### src/fetch_pkg.sv
/*
 * Fetch stage shared definitions
 * Word address and instruction types, fetch status codes,
 * the instruction fetch buffer entry and the bus transfer codes
 */
package fetch_pkg;

    // Word fetch address, the byte offset bits are implied zero
    typedef logic [29:0] waddr_t;

    typedef logic [31:0] instr_t;

    // Status carried with every fetched word to decode
    typedef enum logic [1:0] {
        FETCH_VALID = 2'b00,  // Normal fetch
        FETCH_BSERR = 2'b01,  // Bus error response
        FETCH_PMAVN = 2'b10   // Outside PMA region, no transfer made
    } fetch_status_t;

    // One slot of the instruction fetch buffer
    typedef struct packed {
        instr_t        instr;   // Fetched word
        fetch_status_t status;  // How it was obtained
    } ifb_entry_t;

    // AHB transfer type codes
    localparam logic [1:0] HTRANS_IDLE   = 2'b00;
    localparam logic [1:0] HTRANS_NONSEQ = 2'b10;

    // First fetch word address after reset (byte address 0x100)
    localparam waddr_t RESET_VECTOR = 30'h0000_0040;

endpackage

### src/fe_phase_if.sv
/*
 * FE0 to FE1 phase link
 * Carries the address-phase state forward and the held
 * redirect of the data phase back to the address phase
 */
`timescale 1ns/1ps

interface fe_phase_if;

    fetch_pkg::waddr_t fe0_add;        // Address in FE0
    logic              fe0_utd;        // FE0 holds a live request
    logic              fe0_pmavn;      // FE0 address outside PMA region

    logic              fe1_utd;        // FE1 awaits live data
    logic              held_redirect;  // FE1 keeps a redirect target
    fetch_pkg::waddr_t held_add;       // The redirect target itself

    // Address-phase side
    modport req (
        output fe0_add, fe0_utd, fe0_pmavn,
        input  fe1_utd, held_redirect, held_add
    );

    // Data-phase side
    modport resp (
        input  fe0_add, fe0_utd, fe0_pmavn,
        output fe1_utd, held_redirect, held_add
    );

endinterface

### src/fetch_req_ctrl.sv
/*
 * Fetch address phase controller (FE0)
 * Picks the next fetch address, checks it against the PMA region
 * and drives the AHB address phase
 */
`timescale 1ns/1ps

module fetch_req_ctrl #(
    parameter fetch_pkg::waddr_t PMA_BASE  = 30'h0000_0000,
    parameter fetch_pkg::waddr_t PMA_LIMIT = 30'h0000_0FFF
) (
    input  logic              s_clk_i,
    input  logic              rst_n_i,

    input  logic              flush_i,        // Redirect from a later stage
    input  fetch_pkg::waddr_t toc_add_i,      // Redirect target
    input  logic              hready_i,       // Bus ready
    input  logic              can_reserve_i,  // Buffer has room for one more request

    fe_phase_if.req           phase,

    output logic [31:0]       haddr_o,
    output logic [1:0]        htrans_o
);

    fetch_pkg::waddr_t fe0_add_q;  // FE0 fetch address
    logic              fe0_utd_q;  // FE0 request is live
    logic              fe0_hold;   // Address phase not yet accepted
    logic              pma_vn;     // FE0 address out of region

    /*
     * An address phase that is live and sees hready low has not been
     * taken by the bus, so FE0 must not move
     */
    assign fe0_hold = ~hready_i & fe0_utd_q;

    // Single region check on the word address
    assign pma_vn = (fe0_add_q < PMA_BASE) | (fe0_add_q > PMA_LIMIT);

    always_ff @(posedge s_clk_i) begin
        if (!rst_n_i) begin
            fe0_add_q <= fetch_pkg::RESET_VECTOR;
            fe0_utd_q <= 1'b0;
        end else if (fe0_hold) begin
            fe0_add_q <= fe0_add_q;  // Keep haddr and htrans stable
            fe0_utd_q <= 1'b1;
        end else if (flush_i) begin
            // Buffer is emptied at this edge, so room is certain
            fe0_add_q <= toc_add_i;
            fe0_utd_q <= 1'b1;
        end else if (phase.held_redirect) begin
            // Target parked in FE1 during the stall, buffer still empty
            fe0_add_q <= phase.held_add;
            fe0_utd_q <= 1'b1;
        end else if (fe0_utd_q) begin
            fe0_add_q <= fe0_add_q + 1'b1;  // Sequential word fetch
            fe0_utd_q <= can_reserve_i;
        end else begin
            // Waiting for buffer room, address already points ahead
            fe0_add_q <= fe0_add_q;
            fe0_utd_q <= can_reserve_i;
        end
    end

    // State seen by the data phase
    assign phase.fe0_add   = fe0_add_q;
    assign phase.fe0_utd   = fe0_utd_q;
    assign phase.fe0_pmavn = pma_vn;

    // Bus address phase
    assign haddr_o  = {fe0_add_q, 2'b00};  // Word aligned
    assign htrans_o = (fe0_utd_q & ~pma_vn) ? fetch_pkg::HTRANS_NONSEQ  // No transfer on violation
                                            : fetch_pkg::HTRANS_IDLE;

endmodule

### src/fetch_resp_ctrl.sv
/*
 * Fetch data phase controller (FE1)
 * Tracks the request in its data phase, parks a redirect that
 * arrives while FE0 is stalled, and builds the buffer entry
 */
`timescale 1ns/1ps

module fetch_resp_ctrl (
    input  logic                  s_clk_i,
    input  logic                  rst_n_i,

    input  logic                  flush_i,    // Redirect from a later stage
    input  fetch_pkg::waddr_t     toc_add_i,  // Redirect target
    input  logic                  hready_i,   // Bus ready, ends the data phase
    input  logic [31:0]           hrdata_i,   // Bus read data
    input  logic                  hresp_i,    // Bus error response

    fe_phase_if.resp              phase,

    output logic                  push_o,     // Write entry into the buffer
    output fetch_pkg::ifb_entry_t entry_o
);

    fetch_pkg::waddr_t fe1_add_q;    // Held redirect target or request address
    logic              fe1_utd_q;    // Data of FE1 is wanted
    logic              fe1_held_q;   // FE1 parks a redirect, no live fetch
    logic              fe1_pmavn_q;  // Request made no transfer
    logic              park;         // Redirect must wait in FE1

    // FE0 cannot take the target while its address phase is stalled
    assign park = flush_i & ~hready_i & phase.fe0_utd;

    // Control part of FE1
    always_ff @(posedge s_clk_i) begin
        if (!rst_n_i) begin
            fe1_utd_q  <= 1'b0;
            fe1_held_q <= 1'b0;
        end else if (park) begin
            fe1_utd_q  <= 1'b0;  // Any data in flight is stale now
            fe1_held_q <= 1'b1;
        end else if (flush_i | (hready_i & fe1_held_q)) begin
            // Flush, or FE0 took the parked target
            fe1_utd_q  <= 1'b0;
            fe1_held_q <= 1'b0;
        end else if (hready_i) begin
            fe1_utd_q  <= phase.fe0_utd;  // Address phase accepted
            fe1_held_q <= 1'b0;
        end
    end

    // Payload part of FE1
    always_ff @(posedge s_clk_i) begin
        if (park) begin
            fe1_add_q   <= toc_add_i;
            fe1_pmavn_q <= 1'b0;
        end else if (hready_i) begin
            fe1_add_q   <= phase.fe0_add;
            fe1_pmavn_q <= phase.fe0_pmavn;
        end
    end

    assign phase.fe1_utd       = fe1_utd_q;
    assign phase.held_redirect = fe1_held_q;
    assign phase.held_add      = fe1_add_q;

    // Data phase ends on hready with a live FE1
    assign push_o = fe1_utd_q & hready_i;

    always_comb begin
        if (fe1_pmavn_q) begin
            entry_o.instr  = '0;  // No bus data behind this entry
            entry_o.status = fetch_pkg::FETCH_PMAVN;
        end else if (hresp_i) begin
            entry_o.instr  = hrdata_i;
            entry_o.status = fetch_pkg::FETCH_BSERR;
        end else begin
            entry_o.instr  = hrdata_i;
            entry_o.status = fetch_pkg::FETCH_VALID;
        end
    end

endmodule

### src/fetch_stage.sv
/*
 * Instruction fetch stage top
 * Two-phase AHB fetch (FE0 address, FE1 data) feeding the
 * instruction fetch buffer read by decode
 */
`timescale 1ns/1ps

module fetch_stage #(
    parameter int                IFB_DEPTH = 4,             // At least 3
    parameter fetch_pkg::waddr_t PMA_BASE  = 30'h0000_0000,
    parameter fetch_pkg::waddr_t PMA_LIMIT = 30'h0000_0FFF
) (
    input  logic                     s_clk_i,
    input  logic                     rst_n_i,

    // Redirect from a later stage
    input  logic                     flush_i,
    input  fetch_pkg::waddr_t        toc_add_i,

    // AHB instruction bus
    output logic [31:0]              haddr_o,
    output logic [1:0]               htrans_o,
    input  logic [31:0]              hrdata_i,
    input  logic                     hready_i,
    input  logic                     hresp_i,

    // Decode side
    output logic                     instr_valid_o,
    output fetch_pkg::instr_t        instr_o,
    output fetch_pkg::fetch_status_t instr_status_o,
    input  logic                     stall_i
);

    fe_phase_if phase ();

    logic                  ifb_push;
    fetch_pkg::ifb_entry_t ifb_wentry;
    fetch_pkg::ifb_entry_t ifb_rentry;
    logic                  can_reserve;
    logic [1:0]            in_flight;  // Live FE0 plus live FE1

    assign in_flight = {phase.fe0_utd & phase.fe1_utd, phase.fe0_utd ^ phase.fe1_utd};

    // Address phase
    fetch_req_ctrl #(
        .PMA_BASE  (PMA_BASE),
        .PMA_LIMIT (PMA_LIMIT)
    ) u_req (
        .s_clk_i       (s_clk_i),
        .rst_n_i       (rst_n_i),
        .flush_i       (flush_i),
        .toc_add_i     (toc_add_i),
        .hready_i      (hready_i),
        .can_reserve_i (can_reserve),
        .phase         (phase.req),
        .haddr_o       (haddr_o),
        .htrans_o      (htrans_o)
    );

    // Data phase
    fetch_resp_ctrl u_resp (
        .s_clk_i   (s_clk_i),
        .rst_n_i   (rst_n_i),
        .flush_i   (flush_i),
        .toc_add_i (toc_add_i),
        .hready_i  (hready_i),
        .hrdata_i  (hrdata_i),
        .hresp_i   (hresp_i),
        .phase     (phase.resp),
        .push_o    (ifb_push),
        .entry_o   (ifb_wentry)
    );

    // Fetch buffer, decode pops whenever it is not stalled
    instr_fifo #(
        .IFB_DEPTH (IFB_DEPTH)
    ) u_ifb (
        .s_clk_i       (s_clk_i),
        .rst_n_i       (rst_n_i),
        .flush_i       (flush_i),
        .push_i        (ifb_push),
        .entry_i       (ifb_wentry),
        .pop_i         (~stall_i),
        .in_flight_i   (in_flight),
        .entry_o       (ifb_rentry),
        .valid_o       (instr_valid_o),
        .can_reserve_o (can_reserve)
    );

    assign instr_o        = ifb_rentry.instr;
    assign instr_status_o = ifb_rentry.status;

endmodule

### src/instr_fifo.sv
/*
 * Instruction fetch buffer
 * Circular buffer between fetch and decode with flush,
 * occupancy count and the room check for new requests
 */
`timescale 1ns/1ps

module instr_fifo #(
    parameter int IFB_DEPTH = 4
) (
    input  logic                  s_clk_i,
    input  logic                  rst_n_i,

    input  logic                  flush_i,        // Drop all entries
    input  logic                  push_i,
    input  fetch_pkg::ifb_entry_t entry_i,
    input  logic                  pop_i,          // Decode takes the head
    input  logic [1:0]            in_flight_i,    // Requests still to deliver data

    output fetch_pkg::ifb_entry_t entry_o,
    output logic                  valid_o,
    output logic                  can_reserve_o   // Room for one more request
);

    localparam int PTR_W = $clog2(IFB_DEPTH);
    localparam int CNT_W = $clog2(IFB_DEPTH + 1);
    localparam logic [PTR_W-1:0] LAST_IDX = PTR_W'(IFB_DEPTH - 1);

    fetch_pkg::ifb_entry_t mem [IFB_DEPTH];  // Entry storage

    logic [PTR_W-1:0] wr_ptr_q;
    logic [PTR_W-1:0] rd_ptr_q;
    logic [CNT_W-1:0] count_q;    // Occupied entries
    logic [CNT_W-1:0] free_cnt;
    logic             do_pop;

    assign do_pop = pop_i & valid_o;  // Popping an empty buffer is ignored

    always_ff @(posedge s_clk_i) begin
        if (!rst_n_i || flush_i) begin
            wr_ptr_q <= '0;
            rd_ptr_q <= '0;
            count_q  <= '0;
        end else begin
            if (push_i) begin
                wr_ptr_q <= (wr_ptr_q == LAST_IDX) ? '0 : wr_ptr_q + 1'b1;
            end
            if (do_pop) begin
                rd_ptr_q <= (rd_ptr_q == LAST_IDX) ? '0 : rd_ptr_q + 1'b1;
            end
            case ({push_i, do_pop})
                2'b10:   count_q <= count_q + 1'b1;
                2'b01:   count_q <= count_q - 1'b1;
                default: count_q <= count_q;  // Both or neither
            endcase
        end
    end

    // Storage write, room guaranteed by the reservation
    always_ff @(posedge s_clk_i) begin
        if (push_i) begin
            mem[wr_ptr_q] <= entry_i;
        end
    end

    assign entry_o = mem[rd_ptr_q];
    assign valid_o = (count_q != '0);

    /*
     * A new request may start only if every request already in flight,
     * and the new one, will find a free entry on arrival
     */
    assign free_cnt      = CNT_W'(IFB_DEPTH) - count_q;
    assign can_reserve_o = free_cnt > CNT_W'(in_flight_i);

endmodule

### config.mk
export PLATFORM = sky130hd
export DESIGN_NAME = fetch_stage
export DESIGN_NICKNAME = d
export VERILOG_FILES = /design/src/fetch_pkg.sv /design/src/fe_phase_if.sv /design/src/fetch_req_ctrl.sv /design/src/fetch_resp_ctrl.sv /design/src/fetch_stage.sv /design/src/instr_fifo.sv
export SDC_FILE = /design/constraint.sdc
export NUM_CORES = 1
export LEC_CHECK = 0
export BUFFER_PORTS_ARGS = -buffer_cell sky130_fd_sc_hd__buf_4
export CORE_MARGIN = 1.5
export CORE_UTILIZATION = 40
export DETAILED_ROUTE_END_ITERATION = 10
export PLACE_DENSITY = 0.64
export SLEW_MARGIN = 20
export SYNTH_ARGS = -nofsm -noshare
export SYNTH_HDL_FRONTEND = slang
export SYNTH_SLANG_ARGS = --single-unit
### constraint.sdc
create_clock -name s_clk_i -period 2.4 [get_ports s_clk_i]
set_input_delay 0.48 -clock s_clk_i [delete_from_list [all_inputs] [get_ports s_clk_i]]
set_output_delay 0.48 -clock s_clk_i [all_outputs]
set_load 0.005 [all_outputs]
==> results of run 1 <==
## logic make-up after synthesis
logic type,count (synthesis),share of synthesized area [%]
muxes,70,12.28
xor gates and xnor gates,9,0.8327
AOI/OAI and AO/OA,135,9.159
DFF,209,61.75
buffers and inverters,60,2.604
adders and majority gates,13,1.797
and+or+nand+nor,189,11.54
other,1,0.03961
## worst max-delay path, stage by stage (launching register included)
cell and delay (ns):
dfxtp_4 0.34, or4_4 0.54, nor4_4 0.15, buf_4 0.16
and2_4 0.15, buf_6 0.09
## registers in the layout, summed over array words and instances (netlist names), named ones only
signal,cells
u_ifb.mem,136
u_req.phase.fe0_add,30
u_ifb.count_q,3
u_ifb.wr_ptr_q,2
u_resp.fe1_pmavn_q,1
u_resp.phase.held_add,30
u_req.phase.fe0_utd,1
u_ifb.rd_ptr_q,2
u_resp.phase.held_redirect,1
u_resp.phase.fe1_utd,1
## final timing paths
path,slack (ns),to,cells after the start
min,0.24,u_resp.phase.held_redirect$_SDFFE_PN0P_,2
max,-0.02,htrans_o[1],5
max reg2reg,0.13,u_ifb.count_q[2]$_SDFFE_PP0P_,10
min reg2reg,0.46,u_resp.fe1_pmavn_q$_SDFFE_PP0P_,2
## area by class of cell
| class | instances | share of cell area, % |
|---|---|---|
| Clock buffer | 28 | 5.150 |
| Clock inverter | 13 | 2.064 |
| Inverter | 16 | 0.4954 |
| Multi-Input combinational cell | 419 | 28.55 |
| Sequential cell | 209 | 48.46 |
| Tap cell | 319 | 3.292 |
| Timing Repair Buffer | 186 | 11.99 |
## power groups by stage
stage	registers, mW	clock network (mW)	logic, mW
floorplan	4.21	0	0.387
global placement	4.22	0	0.745
detailed placement	4.23	0	0.753
CTS	4.15	4.11	0.785
global route	4.17	4.25	0.876
finish	4.15	4.02	0.800
## synthesized netlist by cell type (all sizes together) (5+ instances only)
master,count
a22oi,6
nor2b,36
clkbuf,32
nor3,14
nand4,12
inv,15
nor2,24
xnor2,6
o31a,5
buf,12
mux4,34
nand2,38
dfxtp,43
a21oi,38
o21a,6
and3,12
nand3,20
nand2b,7
o21ai,36
o211ai,6
mux2i,7
or3,6
nor4,7
ha,12
mux2,29
edfxtp,166
a31oi,9
## metal layers
layer	vias up	global-route usage (%)	share of wire, %
li1	3007	-	-
met1	3119	23.94	42
met2	242	32.34	49
met3	44	3.655	6.8
met4	0	4.535	2.0
met5	-	0	0
## stage by stage
step | cell area, um^2 | setup TNS, ns
2_1_floorplan | 9474 | 0
3_3_place_gp | 11070 | 0
3_5_place_dp | 11070 | 0
4_1_cts | 12050 | -0.04344
5_1_grt | 12120 | -0.08875
6_report | 12120 | -0.02251
## what timing repair did
item | in CTS | in global routing
setup endpoints to repair | 30 | 2
setup buffers | 3 | 5
resized for setup | 19 | 13
gates cloned | 0 | 0
pin swaps | 3 | 3
==> results.py, run 1 <==
metrics = {
    "drt": {
        "drc_errors": 0,
        "avgViaCountPerCell": 5.388,
        "ant_nets": 0,
        "wl_mm": 22.78,
        "vias": 6412,
        "firstDrtPassIters": 5,
        "drt-initial-drc-count": 461,
        "routedWlPerCell_um": 19.14,
    },
    "synthesis": {
        "postSynth.asyncResetShare_pct": 0,
        "ys_seq_elements": 209,
        "synth_top_area_cell": "edfxtp_1",
        "yosys_warnings": 0,
        "synth-edff-count": 166,
        "synthFlopType": "edfxtp_1",
        "syn_area_per_cell_um2": 13.80,
        "netlist_area_um2": 9467,
        "ys_types": 69,
        "ys_seq_area_share_pct": 61.75,
        "netlist_top_cells_area": "edfxtp_1 (53%), dfxtp_1 (9.1%), mux4_2 (8.1%)",
        "yosys.area.top_type_share_pct": 52.66,
        "synth_cells": 686,
    },
    "layout": {
        "post-route-util_pct": 51.96,
        "layout_commonest_cell": "buf_4",
        "diodes": 0,
        "mostFrequentLayoutCells": "buf_4 (180), edfxtp_1 (166), nand2_1 (38), a21oi_1 (38), nor2b_1 (36)",
        "final-seq-area_um2": 5874,
        "final.fill_count": 1994,
        "final_cells": 1190,
        "final_layout_size_suffix_gt1_share_pct": 36.51,
        "multi_input_area_um2": 3461,
        "layout.nets": 936,
        "syn_to_final_growth_pct": 28.06,
    },
    "timing": {
        "max_freq_ghz": 0.4128,
        "setup_viol": 1,
        "hold-worst-slack_ns": 0.2408,
        "finalWorstSetupSlack_ns": -0.02251,
        "clock_skew_ns": 0.01314,
        "drv_slew": 0,
        "grt_setup_unrepaired": "yes",
        "post-route-period-util_pct": 100.9,
        "max_slew_margin_pct": 32.78,
        "min_period_ns": 2.423,
        "hold_violations": 0,
        "worstMarginPinSlew_ns": 1.006,
    },
    "critical_path": {
        "rr_startpoint": "u_ifb.count_q[0]$_SDFFE_PP0P_",
        "startpoint": "u_req.phase.fe0_add[20]$_SDFFE_PN0P_",
        "crit_required_ns": 1.92,
        "cp_max_fo": 2,
        "endpoint_kind": "primary output",
        "worstSetupPathType": "reg -> out",
        "cp_data_arrival_time_ns": 1.94,
        "start_kind": "flip-flop",
    },
    "cts": {
        "tritoncts": "built",
        "ctsHoldBuffers": 0,
        "htree_levels": 1,
        "clock_latency_ns": 0.52,
        "clkSlewWorstSetupHoldPaths_ns": 0.06,
        "cts_made_buffers": 23,
        "cts_max_path_buffers": 3,
        "cts_root_buf": "clkbuf_16",
        "cts_sinks": 209,
    },
    "power_and_ir_drop": {
        "power.total_mw": 8.975,
        "ir_worst_vdd_v": 0.0004664,
        "p_per_area_nw_per_um2": 740.3,
        "p_sw_mw": 1.928,
        "power_switching_share_pct": 21.48,
        "p_clk_share_pct": 44.8,
        "power.internal_mw": 7.047,
        "pwr-share-comb_pct": 8.9,
        "seqPwrFrac_pct": 46.3,
        "power_leakage_nw": 4.436,
    },
    "floorplanning": {
        "initial_core_util_pct": 40.57,
        "num_io_pins": 137,
        "die_x_um": 156.8,
        "core-area_um2": 23330,
        "die_y_um": 156.8,
        "row_count": 56,
        "dieArea_um2": 24600,
    },
    "place": {
        "post-place-ws_ns": 0.04398,
        "placement.io_buffers": 133,
        "dp_hpwl_mm": 14.81,
        "placed_cells": 1141,
        "globalplace.congestion": 0.8428,
    },
    "grt": {
        "grt_pass1_wl_mm": 35.42,
        "grt_max_degree": 38,
        "gr-usage-all-layers_pct": 18.64,
        "grt-ovfl-total": 0,
        "grt_pass1_vias": 6531,
        "antenna_found_initial": 0,
    },
    "worst_hold_path": {
        "holdCritStartpoint": "hready_i",
        "hp-class": "in -> reg",
    },
    "flow_run": {
        "maxCapViolCount": 0,
    },
    "outcome": {
        "status": "complete, but fails checks",
        "violations": "negative setup slack",
    },
}
Power figures use the tool's default switching activity.
==> inputs of run 2 (changes only) <==
Settings changed: RECOVER_POWER from default to 100.
==> results.py, run 2 (synthesized netlist as in run 1, its figures left out) <==
metrics = {
    "timing": {
        "worstMarginPinSlew_ns": 1.014,
        "max_slew_margin_pct": 32.29,
        "clock_skew_ns": 0.01386,
        "max_freq_ghz": 0.4130,
        "setup_viol": 1,
        "grt_setup_unrepaired": "yes",
        "post-route-period-util_pct": 100.9,
        "drv_slew": 0,
        "hold_violations": 0,
        "min_period_ns": 2.422,
        "finalWorstSetupSlack_ns": -0.02150,
    },
    "grt": {
        "global_route.usage.met1_pct": 23.94,
        "use_met2_pct": 32.34,
        "grt_pass1_vias": 6531,
        "grtUsageMet3_pct": 3.655,
        "gr-usage-all-layers_pct": 18.64,
        "grt_max_degree": 38,
        "antenna_found_initial": 0,
        "grt_pass1_wl_mm": 35.42,
        "grt-ovfl-total": 0,
        "busiest_layer": "met2",
    },
    "place": {
        "place_area_um2": 11070,
        "dp_hpwl_mm": 14.81,
        "post-place-ws_ns": 0.04398,
        "placement.io_buffers": 133,
        "globalplace.congestion": 0.8428,
    },
    "floorplanning": {
        "num_io_pins": 137,
        "dieArea_um2": 24600,
        "row_count": 56,
        "core-area_um2": 23330,
        "die_y_um": 156.8,
        "initial_core_util_pct": 40.57,
        "die_x_um": 156.8,
    },
    "drt": {
        "wl_mm": 22.77,
        "firstDrtPassIters": 5,
        "drc_errors": 0,
        "avgViaCountPerCell": 5.389,
        "vias": 6413,
        "routedWlPerCell_um": 19.14,
        "ant_nets": 0,
        "drt-initial-drc-count": 422,
    },
    "outcome": {
        "violations": "negative setup slack",
        "status": "complete, but fails checks",
    },
    "cts": {
        "htree_levels": 1,
        "cts_max_path_buffers": 3,
        "cts_sinks": 209,
        "ctsHoldBuffers": 0,
        "tritoncts": "built",
        "cts_made_buffers": 23,
        "clock_latency_ns": 0.52,
        "clkSlewWorstSetupHoldPaths_ns": 0.06,
        "cts_root_buf": "clkbuf_16",
    },
    "power_and_ir_drop": {
        "ir_worst_vdd_v": 0.0004668,
        "power_leakage_nw": 4.426,
        "power.total_mw": 8.970,
        "p_per_area_nw_per_um2": 740.8,
    },
    "critical_path": {
        "worstSetupPathType": "reg -> out",
        "rr_worst_depth": 10,
        "endpoint_kind": "primary output",
        "cp_data_arrival_time_ns": 1.94,
        "start_kind": "flip-flop",
        "crit_required_ns": 1.92,
        "cp_max_fo": 2,
    },
    "layout": {
        "syn_to_final_growth_pct": 27.90,
        "mostFrequentLayoutCells": "buf_4 (174), edfxtp_1 (166), nand2_1 (38), a21oi_1 (38), nor2b_1 (36)",
        "final.fill_count": 1997,
        "layout.nets": 936,
        "final_layout_size_suffix_gt1_share_pct": 36.28,
        "largest_register_ffs": 136,
        "diodes": 0,
        "regMostFlops": "u_ifb.mem",
        "fin_area_um2": 12110,
        "layout_commonest_cell": "buf_4",
    },
    "worst_hold_path": {
        "hold_depth": 2,
        "hp-class": "in -> reg",
    },
    "flow_run": {
        "maxCapViolCount": 0,
    },
}
run 2: per-layer routing:
layer  wire length (um)  up-vias
met5                  0        -
met4                447        0
met3               1561       41
met2              11210      232
met1               9556     3130
li1                   -     3010
run 2: area by class of cell:
type | count | area (um^2) | area share [%]
Multi-Input combinational cell | 419 | 3461 | 28.58
Clock inverter | 13 | 250.2 | 2.067
Sequential cell | 209 | 5874 | 48.52
Clock buffer | 28 | 624.3 | 5.157
Tap cell | 319 | 399.1 | 3.296
Inverter | 16 | 60.06 | 0.4960
Timing Repair Buffer | 186 | 1439 | 11.88
run 2: worst paths after layout:
kind	slack, ns	to	start
worst max-delay path	-0.02	htrans_o[1]	u_req.phase.fe0_add[20]$_SDFFE_PN0P_
worst min-delay path	0.24	u_resp.phase.held_redirect$_SDFFE_PN0P_	hready_i
worst max register to register	0.13	u_ifb.count_q[2]$_SDFFE_PP0P_	u_ifb.count_q[0]$_SDFFE_PP0P_
worst min register to register	0.46	u_resp.fe1_pmavn_q$_SDFFE_PP0P_	u_resp.fe1_pmavn_q$_SDFFE_PP0P_
run 2: power by group:
part | internal, mW | total (mW) | switching (mW)
registers | 4.06 | 4.15 | 0.0953
clock network | 2.60 | 4.02 | 1.41
logic | 0.381 | 0.797 | 0.416
total | 7.04 | 8.97 | 1.93
run 2: worst max-delay path, stage by stage, from the launching register on:
cell	delay [ns]
dfxtp_4	0.34
or4_4	0.54
nor4_4	0.15
buf_4	0.16
and2_4	0.15
buf_6	0.09
run 2: metrics by stage:
stage	utilization (%)	TNS (ns)	std cells	hold WS, ns
2_1_floorplan	-	0	688	0.4581
3_3_place_gp	47.46	0	1141	0.4475
3_5_place_dp	47.46	0	1141	0.4485
4_1_cts	51.63	-0.04344	1185	0.2267
5_1_grt	51.89	-0.08875	1190	0.2460
6_report	51.89	-0.02150	1190	0.2407
run 2: repair_timing:
item / 4_1_cts / 5_1_grt
setup buffers: 3 / 5
setup endpoints to repair: 30 / 2
gates resized for setup: 19 / 13
pin swaps: 3 / 3
